<file path="src/include/mcu_defs_defs.svh">
// ----------------------------------------
// widths, bank geometry, switch delay and
// register indices of the mini mcu
// ----------------------------------------
`ifndef MCU_DEFS_DEFS_SVH
`define MCU_DEFS_DEFS_SVH

`define MCU_DATA_W 32
`define MCU_ADDR_W 16
`define MCU_NUM_BANKS 4
`define MCU_BANK_WORDS 64
`define MCU_GPIO_W 8

// cycles from switch change to acknowledge
`define MCU_SWITCH_ACK_DELAY 4

// power manager registers
`define MCU_PM_REG_OFF 2'd0
`define MCU_PM_REG_RET 2'd1
`define MCU_PM_REG_STATUS 2'd2

// always-on gpio registers
`define MCU_GPIO_REG_OUT 2'd0
`define MCU_GPIO_REG_OE 2'd1
`define MCU_GPIO_REG_IN 2'd2
`define MCU_GPIO_REG_IE 2'd3

`endif

</file>
<file path="src/rtl/mcu_pkg.sv">
// ----------------------------------------
// address views, block and power state types
// ----------------------------------------
package mcu_pkg;

  typedef enum logic [1:0] {
    BLK_PM    = 2'd0,
    BLK_GPIO  = 2'd1,
    BLK_RSVD2 = 2'd2,
    BLK_RSVD3 = 2'd3
  } periph_block_e;

  typedef enum logic [2:0] {
    PWR_ON         = 3'd0,
    PWR_GATE       = 3'd1,
    PWR_SWITCH_OFF = 3'd2,
    PWR_OFF        = 3'd3,
    PWR_SWITCH_ON  = 3'd4
  } pwr_state_e;

  // region 0 is ram
  typedef struct packed {
    logic       region;
    logic [4:0] unused;
    logic [1:0] bank;
    logic [5:0] word;
    logic [1:0] byte_sel;
  } mcu_ram_addr_t;

  // region 1 is peripherals
  typedef struct packed {
    logic          region;
    logic [8:0]    unused;
    periph_block_e block;
    logic [1:0]    reg_idx;
    logic [1:0]    byte_sel;
  } mcu_periph_addr_t;

  typedef union packed {
    mcu_ram_addr_t    ram;
    mcu_periph_addr_t periph;
  } mcu_addr_u;

endpackage

</file>
<file path="src/rtl/mcu_if.sv">
// ----------------------------------------
// wishbone and bank power interfaces
// ----------------------------------------
`timescale 1ns/1ps
`include "mcu_defs_defs.svh"

interface wb_if import mcu_pkg::*; ();
  logic                   cyc;
  logic                   stb;
  logic                   we;
  mcu_addr_u              adr;
  logic [`MCU_DATA_W-1:0] dat_w;
  logic [`MCU_DATA_W-1:0] dat_r;
  logic                   ack;

  modport master (
    output cyc, stb, we, adr, dat_w,
    input  dat_r, ack
  );

  modport slave (
    input  cyc, stb, we, adr, dat_w,
    output dat_r, ack
  );
endinterface


</file>
<file path="src/rtl/system_bus.sv">
// ----------------------------------------
// registered address decoder for one master
// ----------------------------------------
`timescale 1ns/1ps
`include "mcu_defs_defs.svh"

module system_bus import mcu_pkg::*; (
  input  logic                   clk_i,
  input  logic                   rst_i,
  input  logic                   wb_cyc_i,
  input  logic                   wb_stb_i,
  input  logic                   wb_we_i,
  input  logic [`MCU_ADDR_W-1:0] wb_adr_i,
  input  logic [`MCU_DATA_W-1:0] wb_dat_i,
  output logic [`MCU_DATA_W-1:0] wb_dat_o,
  output logic                   wb_ack_o,
  wb_if.master                   mem_o,
  wb_if.master                   pm_o,
  wb_if.master                   gpio_o
);
  mcu_addr_u              adr_in;
  mcu_addr_u              adr_q;
  logic                   we_q;
  logic [`MCU_DATA_W-1:0] dat_q;
  logic                   req_q;
  logic                   sel_mem_d, sel_pm_d, sel_gpio_d;
  logic                   sel_mem_q, sel_pm_q, sel_gpio_q;
  logic                   unm_ack_q;
  logic                   start;

  assign adr_in = wb_adr_i;
  assign start  = wb_cyc_i & wb_stb_i & ~req_q;

  // region first, then block
  always_comb begin
    sel_mem_d  = 1'b0;
    sel_pm_d   = 1'b0;
    sel_gpio_d = 1'b0;
    if (!adr_in.ram.region) begin
      sel_mem_d = 1'b1;
    end else begin
      case (adr_in.periph.block)
        BLK_PM:   sel_pm_d = 1'b1;
        BLK_GPIO: sel_gpio_d = 1'b1;
        default: ;
      endcase
    end
  end

  always_ff @(posedge clk_i) begin
    if (rst_i) begin
      req_q      <= 1'b0;
      sel_mem_q  <= 1'b0;
      sel_pm_q   <= 1'b0;
      sel_gpio_q <= 1'b0;
      unm_ack_q  <= 1'b0;
    end else begin
      // unmapped blocks answer with the same latency as a target
      unm_ack_q <= req_q & ~(sel_mem_q | sel_pm_q | sel_gpio_q) & ~unm_ack_q;
      if (req_q) begin
        if (wb_ack_o) begin
          req_q <= 1'b0;
        end
      end else if (start) begin
        req_q      <= 1'b1;
        sel_mem_q  <= sel_mem_d;
        sel_pm_q   <= sel_pm_d;
        sel_gpio_q <= sel_gpio_d;
      end
    end
  end

  always_ff @(posedge clk_i) begin
    if (start) begin
      adr_q <= adr_in;
      we_q  <= wb_we_i;
      dat_q <= wb_dat_i;
    end
  end

  assign mem_o.cyc   = req_q & sel_mem_q;
  assign mem_o.stb   = req_q & sel_mem_q;
  assign mem_o.we    = we_q;
  assign mem_o.adr   = adr_q;
  assign mem_o.dat_w = dat_q;

  assign pm_o.cyc   = req_q & sel_pm_q;
  assign pm_o.stb   = req_q & sel_pm_q;
  assign pm_o.we    = we_q;
  assign pm_o.adr   = adr_q;
  assign pm_o.dat_w = dat_q;

  assign gpio_o.cyc   = req_q & sel_gpio_q;
  assign gpio_o.stb   = req_q & sel_gpio_q;
  assign gpio_o.we    = we_q;
  assign gpio_o.adr   = adr_q;
  assign gpio_o.dat_w = dat_q;

  always_comb begin
    wb_dat_o = '0;
    if (sel_mem_q) begin
      wb_dat_o = mem_o.dat_r;
    end else if (sel_pm_q) begin
      wb_dat_o = pm_o.dat_r;
    end else if (sel_gpio_q) begin
      wb_dat_o = gpio_o.dat_r;
    end
  end

  assign wb_ack_o = mem_o.ack | pm_o.ack | gpio_o.ack | unm_ack_q;

  // a target is active while strobed or acknowledging
  a_one_target: assert property (@(posedge clk_i) disable iff (rst_i)
    $onehot0({mem_o.stb | mem_o.ack, pm_o.stb | pm_o.ack, gpio_o.stb | gpio_o.ack,
              unm_ack_q}));

endmodule

</file>
<file path="src/flat_wrapper.sv">
// flat-port wrapper written by rule: the top's interface ports become plain ports
module system_bus_flat import mcu_pkg::*;
  (clk_i, rst_i, wb_cyc_i, wb_stb_i, wb_we_i, wb_adr_i, wb_dat_i, wb_dat_o, wb_ack_o, mem_o_cyc, mem_o_stb, mem_o_we, mem_o_adr, mem_o_dat_w, mem_o_dat_r, mem_o_ack, pm_o_cyc, pm_o_stb, pm_o_we, pm_o_adr, pm_o_dat_w, pm_o_dat_r, pm_o_ack, gpio_o_cyc, gpio_o_stb, gpio_o_we, gpio_o_adr, gpio_o_dat_w, gpio_o_dat_r, gpio_o_ack);
  wb_if mem_o_i ();
  wb_if pm_o_i ();
  wb_if gpio_o_i ();
  input  logic clk_i;
  input  logic rst_i;
  input  logic wb_cyc_i;
  input  logic wb_stb_i;
  input  logic wb_we_i;
  input  logic [`MCU_ADDR_W-1:0] wb_adr_i;
  input  logic [`MCU_DATA_W-1:0] wb_dat_i;
  output logic [`MCU_DATA_W-1:0] wb_dat_o;
  output logic wb_ack_o;
  output wire logic [$bits(mem_o_i.cyc)-1:0] mem_o_cyc;
  output wire logic [$bits(mem_o_i.stb)-1:0] mem_o_stb;
  output wire logic [$bits(mem_o_i.we)-1:0] mem_o_we;
  output wire logic [$bits(mem_o_i.adr)-1:0] mem_o_adr;
  output wire logic [$bits(mem_o_i.dat_w)-1:0] mem_o_dat_w;
  input wire logic [$bits(mem_o_i.dat_r)-1:0] mem_o_dat_r;
  input wire logic [$bits(mem_o_i.ack)-1:0] mem_o_ack;
  output wire logic [$bits(pm_o_i.cyc)-1:0] pm_o_cyc;
  output wire logic [$bits(pm_o_i.stb)-1:0] pm_o_stb;
  output wire logic [$bits(pm_o_i.we)-1:0] pm_o_we;
  output wire logic [$bits(pm_o_i.adr)-1:0] pm_o_adr;
  output wire logic [$bits(pm_o_i.dat_w)-1:0] pm_o_dat_w;
  input wire logic [$bits(pm_o_i.dat_r)-1:0] pm_o_dat_r;
  input wire logic [$bits(pm_o_i.ack)-1:0] pm_o_ack;
  output wire logic [$bits(gpio_o_i.cyc)-1:0] gpio_o_cyc;
  output wire logic [$bits(gpio_o_i.stb)-1:0] gpio_o_stb;
  output wire logic [$bits(gpio_o_i.we)-1:0] gpio_o_we;
  output wire logic [$bits(gpio_o_i.adr)-1:0] gpio_o_adr;
  output wire logic [$bits(gpio_o_i.dat_w)-1:0] gpio_o_dat_w;
  input wire logic [$bits(gpio_o_i.dat_r)-1:0] gpio_o_dat_r;
  input wire logic [$bits(gpio_o_i.ack)-1:0] gpio_o_ack;
  assign mem_o_cyc = mem_o_i.cyc;
  assign mem_o_stb = mem_o_i.stb;
  assign mem_o_we = mem_o_i.we;
  assign mem_o_adr = mem_o_i.adr;
  assign mem_o_dat_w = mem_o_i.dat_w;
  assign mem_o_i.dat_r = mem_o_dat_r;
  assign mem_o_i.ack = mem_o_ack;
  assign pm_o_cyc = pm_o_i.cyc;
  assign pm_o_stb = pm_o_i.stb;
  assign pm_o_we = pm_o_i.we;
  assign pm_o_adr = pm_o_i.adr;
  assign pm_o_dat_w = pm_o_i.dat_w;
  assign pm_o_i.dat_r = pm_o_dat_r;
  assign pm_o_i.ack = pm_o_ack;
  assign gpio_o_cyc = gpio_o_i.cyc;
  assign gpio_o_stb = gpio_o_i.stb;
  assign gpio_o_we = gpio_o_i.we;
  assign gpio_o_adr = gpio_o_i.adr;
  assign gpio_o_dat_w = gpio_o_i.dat_w;
  assign gpio_o_i.dat_r = gpio_o_dat_r;
  assign gpio_o_i.ack = gpio_o_ack;
  system_bus u_core (.clk_i(clk_i), .rst_i(rst_i), .wb_cyc_i(wb_cyc_i), .wb_stb_i(wb_stb_i), .wb_we_i(wb_we_i), .wb_adr_i(wb_adr_i), .wb_dat_i(wb_dat_i), .wb_dat_o(wb_dat_o), .wb_ack_o(wb_ack_o), .mem_o(mem_o_i), .pm_o(pm_o_i), .gpio_o(gpio_o_i));
endmodule
</file>
<file path="config.mk">
export PLATFORM = sky130hd
export DESIGN_NAME = system_bus_flat
export DESIGN_NICKNAME = d
export VERILOG_FILES = /design/src/rtl/mcu_pkg.sv /design/src/rtl/mcu_if.sv /design/src/rtl/system_bus.sv /design/src/flat_wrapper.sv
export VERILOG_INCLUDE_DIRS = /design/src /design/src/include
export SDC_FILE = /design/constraint.sdc
export NUM_CORES = 1
export LEC_CHECK = 0
export BUFFER_PORTS_ARGS = -buffer_cell sky130_fd_sc_hd__buf_2
export CORE_AREA = 2 2 131 133
export CTS_CLUSTER_SIZE = 12
export DETAILED_ROUTE_END_ITERATION = 8
export DIE_AREA = 0 0 133 135
export GPL_TIMING_DRIVEN = 0
export PLACE_DENSITY = 0.56
export SLEW_MARGIN = 20
export SYNTH_ARGS = -nofsm -noshare
export SYNTH_HDL_FRONTEND = slang
export SYNTH_SLANG_ARGS = --single-unit
export TNS_END_PERCENT = 5
</file>
<file path="constraint.sdc">
create_clock -name clk_i -period 3.5 [get_ports clk_i]
set_clock_uncertainty 0.2 [all_clocks]
set_input_delay 0.35 -clock clk_i [delete_from_list [all_inputs] [get_ports clk_i]]
set_output_delay 0.35 -clock clk_i [all_outputs]
set_load 0.01 [all_outputs]
</file>
Word level (Yosys, flattened, before mapping)
Index checks and enable logic that the tools add are counted.

storage, ports and cells
  flip-flop bits (word level) = 54
  bits of input ports = 152
  output and inout bits = 186
  logic and storage cells = 37

cells by class
  equality and inequality tests = 1
  muxes and demuxes = 11
  bitwise gates (word level) = 15
  reductions and logical operators = 2

operators with widths
  kind                                                 count
  2-to-1 mux 32 bit                                    3
  2-to-1 mux 1 bit                                     8
  bitwise AND 1 bit                                    7
  bitwise OR 1 bit                                     5
  inverter 1 bit                                       3
  equality test 2 x 1 -> 1 bit, second input constant  1
  zero test 2 bit                                      1
  AND reduction 2 bit                                  1

Depth between registers and ports, before layout
Gate-level depths: netlist of the first run.

  word-level depth = 5
  gate-level depth with buffers = 4
  depth with buffers taken out = 3

Worst setup path before layout of the first run
OpenSTA, ideal clock, no wires.

  path type = reg-to-reg
  start point = reg u_core.req_q
  end point = reg u_core.sel_mem_q
  library setup time = 123 ps
  arrival = 1987 ps
  required time = 3177 ps
  setup slack = 1190 ps
  stages on the path, launching flop included = 4
  buffers on the path = 0
  clock period less this slack = 2310 ps
  cells stage by stage = dfxtp_1 > nand3b_1 > inv_1 > mux2_2

on the way
  word-level cells in the longest chain between the ends = 3

RTL lines
  what                                  line              RTL
  from (decl)                           system_bus.sv:25  logic req_q;
  from (signal assigned)                system_bus.sv:52  req_q <= 1'b0;
  from (signal assigned)                system_bus.sv:62  req_q <= 1'b0;
  from (signal assigned)                system_bus.sv:65  req_q <= 1'b1;
  inverter 1 bit (no source line)       --
  bitwise AND 1 bit                     system_bus.sv:32  assign start = wb_cyc_i & wb_stb_i & ~req_q;
  named net u_core.start                system_bus.sv:29  logic start;
  AND reduction 2 bit (no source line)  --
  to (signal assigned)                  system_bus.sv:66  sel_mem_q <= sel_mem_d;
  to (decl)                             system_bus.sv:27  logic sel_mem_q, sel_pm_q, sel_gpio_q;

The timed path passes the listed nets, and every way through them passes these cells.
A chain may end at the register's enable or synchronous reset.

Worst setup path in the final report of the first run
  start point = reg u_core.sel_gpio_q
  end point = out wb_dat_o[16]

on the way
  word-level cells in the longest chain between the ends = 3

RTL lines
  what                    line                RTL
  from (decl)             system_bus.sv:27
  from (signal assigned)  system_bus.sv:68    sel_gpio_q <= sel_gpio_d;
  2-to-1 mux 32 bit       system_bus.sv:105   end else if (sel_gpio_q) begin
  2-to-1 mux 32 bit       system_bus.sv:103   end else if (sel_pm_q) begin
  2-to-1 mux 32 bit       system_bus.sv:101   if (sel_mem_q) begin
  to (decl)               flat_wrapper.sv:14  output logic [`MCU_DATA_W-1:0] wb_dat_o;

Every way passes these cells.

==> summary.txt, run 1 <==
Initial antenna violation count: 2
RD Place Congestion: 0.749
Post-synth top area cell: edfxtp_1
Share of cells above drive strength 1: 68.8%
Design Area, Final: 5450 um2
Post-route ant nets: 0
Htree depth: 2
Critical Path End Type: output pin
Fin. Hold Viols: 0
Layout area overhead: 63.9%
CP required: 2.95 ns
Skew-Pair Late Insertion Delay: 0.29 ns
Cell Count, Final, Fillers Out: 887
Clock sinks: 54
Crit-path cells: buf_6 > clkbuf_1 > nand3b_1 > a21oi_1 > buf_2
Syn nets: 472
Drt first pass iters: 4
Setup violations, final: 0
Max VDD drop: 0.146 mV
Pin count of the biggest net entering global routing: 31
Syn Area/Cell: 10.4 um2
Yosys top cell area share: 44.3%
DRT iter0 DRCs: 86
Die height: 135 um
Clock root buffer: clkbuf_16
Setup TNS: 0 ns
Gr ovfl total: 0
Slew Viols, Final: 0
DRC: 0
Buffers & Inverters on Critical Path: 3
Tot Pwr: 1.61 mW
CP arrival: 1.79 ns
Setup Fix Bufs, Post-CTS: 0
Cells after synthesis: 320
WS Path Type: reg -> out
Crit-path max cell delay: 0.42 ns
Syn Std Cell Area: 3320 um2
Largest cells by area after synthesis: edfxtp_1 (44%), buf_4 (23%), a21oi_1 (9.6%), nand3b_1 (7.5%), nor2b_1 (6.2%)
Part of the cycle the worst path needs: 67.0%
Pwr dens: 296 nW/um2
DIE AREA: 18000 um2
Startpoint types: register
Sequential share of the synthesized area: 47.3%
Hold_buf cts: 0
Worst Tran Pin Value: 0.519 ns
Synth warn: 0
CP delay by family, top: buffers and inverters
Nets: 817
Tmin final: 2.34 ns
First-pass GRT wire length: 17400 um
Post-DP HPWL: 10700 um
Max cap viols: 0
Netlist cell types: 21
CTS resizes: 0
Post-Place Cell Area: 5310 um2
Worst slew margin: 65.4%
Final WL: 12500 um
I/O Buffers: 337
Status: completed
Leak: 2.75 nW
CTS max path bufs: 2
# rows: 47
Reg clk slew, reported paths: 0.07 ns
Initial core utilization: 20.3%
Routed vias: 3431
Wire length per cell: 14.1 um
Routed vias/inst: 3.87
RSZ-0062 raised after global routing: false
Worst path slowest cell: clkbuf_1
Total CTS buffers: 5
Core Footprint: 16400 um2
CTS tree: yes
IO Pins: 338
Total GRT Usage: 12.8%
Vias in the first global route: 3285
HP Class: in -> reg
Seq cells post-synth: 54
CP max FO: 10
Cell count after placement: 878
Die Wd: 133 um
FMAX: 427 MHz
==> layout by cell type (no fill, tap or decap), types with 2 or more instances in the layout <==
cell,count
dfxtp_1,5
nor2b_1,33
nand3b_1,33
mux2i_1,2
buf_2,345
clkbuf_1,11
clkbuf_16,5
buf_4,101
edfxtp_1,49
nand2b_1,3
and2_1,3
a21oi_1,64
==> report_power, final <==
part / switching, mW / total [mW] / internal, mW
clock network: 0.218 / 0.485 / 0.266
logic: 0.167 / 0.370 / 0.203
registers: 0.0237 / 0.760 / 0.736
==> through the flow <==
stage                     hold WS, ns  utilization (%)  worst slack, ns
after detailed placement        0.316             32.3             1.46
after CTS                      0.0190             33.2             1.12
final                          0.0303             33.2             1.16
after floorplan                 0.249                -             1.19
after global routing           0.0197             33.2             1.09
after global placement          0.304             32.2            0.454
==> synth_stat cells (all sizes together) <==
cell and instances:
a21oi 64, and2 3, buf 110, clkbuf 9, dfxtp 5, edfxtp 49, inv 1, mux2 1
mux2i 2, nand2b 3, nand3b 33, nand4bb 1, nor2 1, nor2b 33, nor3 1, o22ai 1
or4 1, or4b 2
==> path summary, 6_finish.rpt <==
| check | from | cells after the start | slack [ns] | to |
|---|---|---|---|---|
| setup / recovery | u_core.sel_gpio_q$_SDFFE_PP0P_ | 5 | 1.16 | wb_dat_o[16] |
| hold / removal | wb_dat_i[14] | 1 | 0.03 | u_core.gpio_o.dat_w[14]$_DFFE_PP_ |
| setup reg to reg | u_core.req_q$_SDFF_PP0_ | 3 | 1.60 | u_core.gpio_o.adr[13]$_DFFE_PP_ |
| hold reg to reg | u_core.req_q$_SDFF_PP0_ | 2 | 0.32 | u_core.req_q$_SDFF_PP0_ |
==> worst reg2reg max path, stage by stage, from the launching register on <==
cell	delay, ns
dfxtp_1	0.34
nand3b_1	0.31
inv_2	0.46
buf_12	0.26
==> registers in the layout (all words and copies together) (netlist names) <==
name / cells
u_core.gpio_o.adr: 16
u_core.gpio_o.we: 1
u_core.req_q: 1
u_core.unm_ack_q: 1
u_core.gpio_o.dat_w: 32
u_core.sel_pm_q: 1
u_core.sel_mem_q: 1
u_core.sel_gpio_q: 1
==> logic make-up after synthesis <==
logic type	count (synthesis)	synth area share [%]
multiplexers	3	0.941
flip-flops	54	47.3
AND/OR/NAND/NOR	78	16.5
buffers and inverters	120	25.5
AO/OA/AOI/OAI	65	9.82
==> area by class of cell <==
cell class | count | area, um2
Multi-Input combinational cell | 146 | 906
Timing Repair Buffer | 338 | 1710
Antenna cell | 1 | 2.50
Clock buffer | 7 | 133
Buffer | 119 | 843
Inverter | 1 | 3.75
Tap cell | 220 | 275
Sequential cell | 54 | 1570
Fill cell | 1734 | 11000
Clock inverter | 1 | 7.51
==> per-layer routing <==
layer	vias up	global-route usage [%]	routed length, um
li1	1700	-	-
met1	1503	12.7	4390
met2	217	25.4	6710
met3	11	3.60	1180
met4	0	4.06	199
met5	-	0	0
(Power assumes the default switching activity.)
==> inputs of run 2 (changes only) <==
PLACE_DENSITY = 0.57   (was 0.56)
clock period = 2.15 ns   (was 3.5 ns; I/O delays follow)
==> summary.txt, run 2 (synthesized netlist as in run 1, its figures left out) <==
Logic gate share of total power: 24.0% (was 22.9%)
DIE AREA: 18000 um2 (unchanged)
Core Footprint: 16400 um2 (unchanged)
Htree depth: 2 (unchanged)
Max reg flops: 32 (unchanged)
Register area: 1570 um2 (unchanged)
Initial core utilization: 20.3% (unchanged)
Power Internal: 2.14 mW (was 1.21 mW)
Switching share of total power: 24.9% (was 25.4%)
First-pass GRT wire length: 19100 um (was 17400 um)
Buffers & Inverters on Critical Path: 4 (was 3)
Routed vias: 3627 (was 3431)
Reg clk slew, reported paths: 0.07 ns (about the same)
Total GRT Usage: 13.7% (was 12.8%)
Gr ovfl total: 0 (unchanged)
I/O Buffers: 337 (unchanged)
Share of cells above drive strength 1: 64.5% (was 68.8%)
Total CTS buffers: 5 (unchanged)
Leak: 2.97 nW (was 2.75 nW)
Seq pwr share: 43.4% (was 47.1%)
Tot Pwr: 2.85 mW (was 1.61 mW)
Worst path slowest cell: dfxtp_1 (was clkbuf_1)
Critical Path End Type: output pin (unchanged)
CP max FO: 10 (unchanged)
Post-DP HPWL: 10600 um (was 10700 um)
Setup TNS: 0 ns (unchanged)
Crit-path cells: buf_2 > clkbuf_4 > and2_1 > buf_4 > buf_2 (was buf_6 > clkbuf_1 > nand3b_1 > a21oi_1 > buf_2)
Nets: 870 (was 817)
Hold Path Origin: rst_i (was wb_dat_i[14])
Fin. Hold Viols: 0 (unchanged)
Sw power: 708 uW (was 409 uW)
Worst slew margin: 67.8% (was 65.4%)
Crit-path max cell delay: 0.38 ns (was 0.42 ns)
Worst Tran Pin Value: 0.483 ns (was 0.519 ns)
IO Pins: 338 (unchanged)
Pwr dens: 474 nW/um2 (was 296 nW/um2)
Inserted Diodes: 0 (was 1)
Commonest non-fill, non-tap cell in the layout: buf_2 (unchanged)
Reg2Reg Launch Point: u_core.req_q$_SDFF_PP0_ (unchanged)
RSZ-0062 raised after global routing: false (unchanged)
Tmin final: 2.01 ns
Die Wd: 133 um (unchanged)
Drt first pass iters: 4 (unchanged)
RD Place Congestion: 0.782 (was 0.749)
Wire length per cell: 13.9 um (was 14.1 um)
Max VDD drop: 0.321 mV (was 0.146 mV)
Vias in the first global route: 3638 (was 3285)
WS Path Type: reg -> out (unchanged)
Initial antenna violation count: 0 (was 2)
Pin count of the biggest net entering global routing: 17 (was 31)
Skew-Pair Late Insertion Delay: 0.29 ns (about the same)
CP delay by family, top: buffers and inverters (unchanged)
HP Class: in -> reg (unchanged)
Commonest non-fill, non-tap cells in the layout: buf_2 (342), buf_4 (102), a21oi_1 (64) (was buf_2 (345), buf_4 (101), a21oi_1 (64))
Multi-input logic area: 906 um2 (unchanged)
CP required: 1.74 ns (was 2.95 ns)
Clock root buffer: clkbuf_16 (unchanged)
Slew Viols, Final: 0 (unchanged)
CTS tree: yes (unchanged)
Status: completed (unchanged)
Fillers: 1673 (was 1734)
DRT iter0 DRCs: 133 (was 86)
Clock Power Share: 32.6% (was 30.0%)
Worst hold slack: 0.0242 ns (was 0.0303 ns)
DRC: 0 (unchanged)
Critical Path Start: u_core.sel_mem_q$_SDFFE_PP0P_ (was u_core.sel_gpio_q$_SDFFE_PP0P_)
CP arrival: 1.60 ns (was 1.79 ns)
Post-route ant nets: 0 (unchanged)
# rows: 47 (unchanged)
Setup violations, final: 0 (unchanged)
CTS max path bufs: 2 (unchanged)
Critical Path Most Common Cell: buf_2
Routed vias/inst: 3.86 (was 3.87)
Die height: 135 um (unchanged)
Final WL: 13100 um (was 12500 um)
Max cap viols: 0 (unchanged)
Part of the cycle the worst path needs: 93.5%
Startpoint types: register (unchanged)
FMAX: 497 MHz
Layout area overhead: 80.7% (was 63.9%)
Clock sinks: 54 (unchanged)
-- run 2: cell types whose count changed in the layout (fill, tap and decap cells not counted) --
cell	delta
clkbuf_4	+3
clkinvlp_4	+4
dlygate4sd3_1	+49
diode_2	-1
clkbuf_1	-2
clkbuf_2	+1
bufinv_16	+1
buf_4	+1
inv_2	-1
buf_2	-3
-- run 2: power groups by stage --
stage          sequential, mW  clock [mW]  combinational (mW)
3_3_place_gp             1.26           0               0.603
2_1_floorplan            1.27           0               0.269
6_report                 1.24       0.929               0.684
4_1_cts                  1.24       0.962               0.694
5_1_grt                  1.24       0.996               0.743
3_5_place_dp             1.26           0               0.606
-- run 2: stage by stage --
| step | instances | setup WS [ns] | util, % | area [um2] |
|---|---|---|---|---|
| floorplan | 320 | 0.0755 | - | 3330 |
| global placement | 877 | -0.699 | 32.2 | 5290 |
| detailed placement | 877 | -0.726 | 32.2 | 5290 |
| CTS | 939 | 0.0536 | 36.6 | 6000 |
| global route | 939 | 0.00405 | 36.6 | 6010 |
| finish | 939 | 0.140 | 36.6 | 6010 |
-- run 2: what timing repair did --
item	in CTS	in global routing
cloned	3	0
buffers inserted	2	0
resized for setup	3	5
hold buffers	49	0
setup endpoints to repair	50	6
hold endpoints to repair	49	0
-- run 2: final cells by class --
cell class,count,area share (%)
flip-flops and latches,54,26.2
clock inverters,2,0.625
well taps,220,4.58
inverters,1,0.125
multi-input cells,146,15.1
clock buffers,6,2.15
plain buffers,119,14.2
repair inverters,3,0.375
repair buffers,388,36.7
-- run 2: final timing paths --
| path | to | slack, ns | cells past startpoint |
|---|---|---|---|
| worst min-delay path | u_core.req_q$_SDFF_PP0_ | 0.02 | 2 |
| worst min register to register | u_core.unm_ack_q$_SDFF_PP0_ | 0.37 | 2 |
| worst max register to register | u_core.sel_mem_q$_SDFFE_PP0P_ | 0.25 | 3 |
| worst max-delay path | mem_o_stb | 0.14 | 5 |
-- run 2: layer usage --
| metal | wire [um] | up-vias | track usage, % | part of all wire (%) |
|---|---|---|---|---|
| met2 | 7180 | 205 | 27.6 | 55 |
| met5 | 0 | - | 0 | 0 |
| met1 | 4750 | 1611 | 14.5 | 36 |
| met3 | 1050 | 7 | 3.19 | 8.0 |
| li1 | - | 1804 | - | - |
| met4 | 106 | 0 | 2.57 | 0.81 |
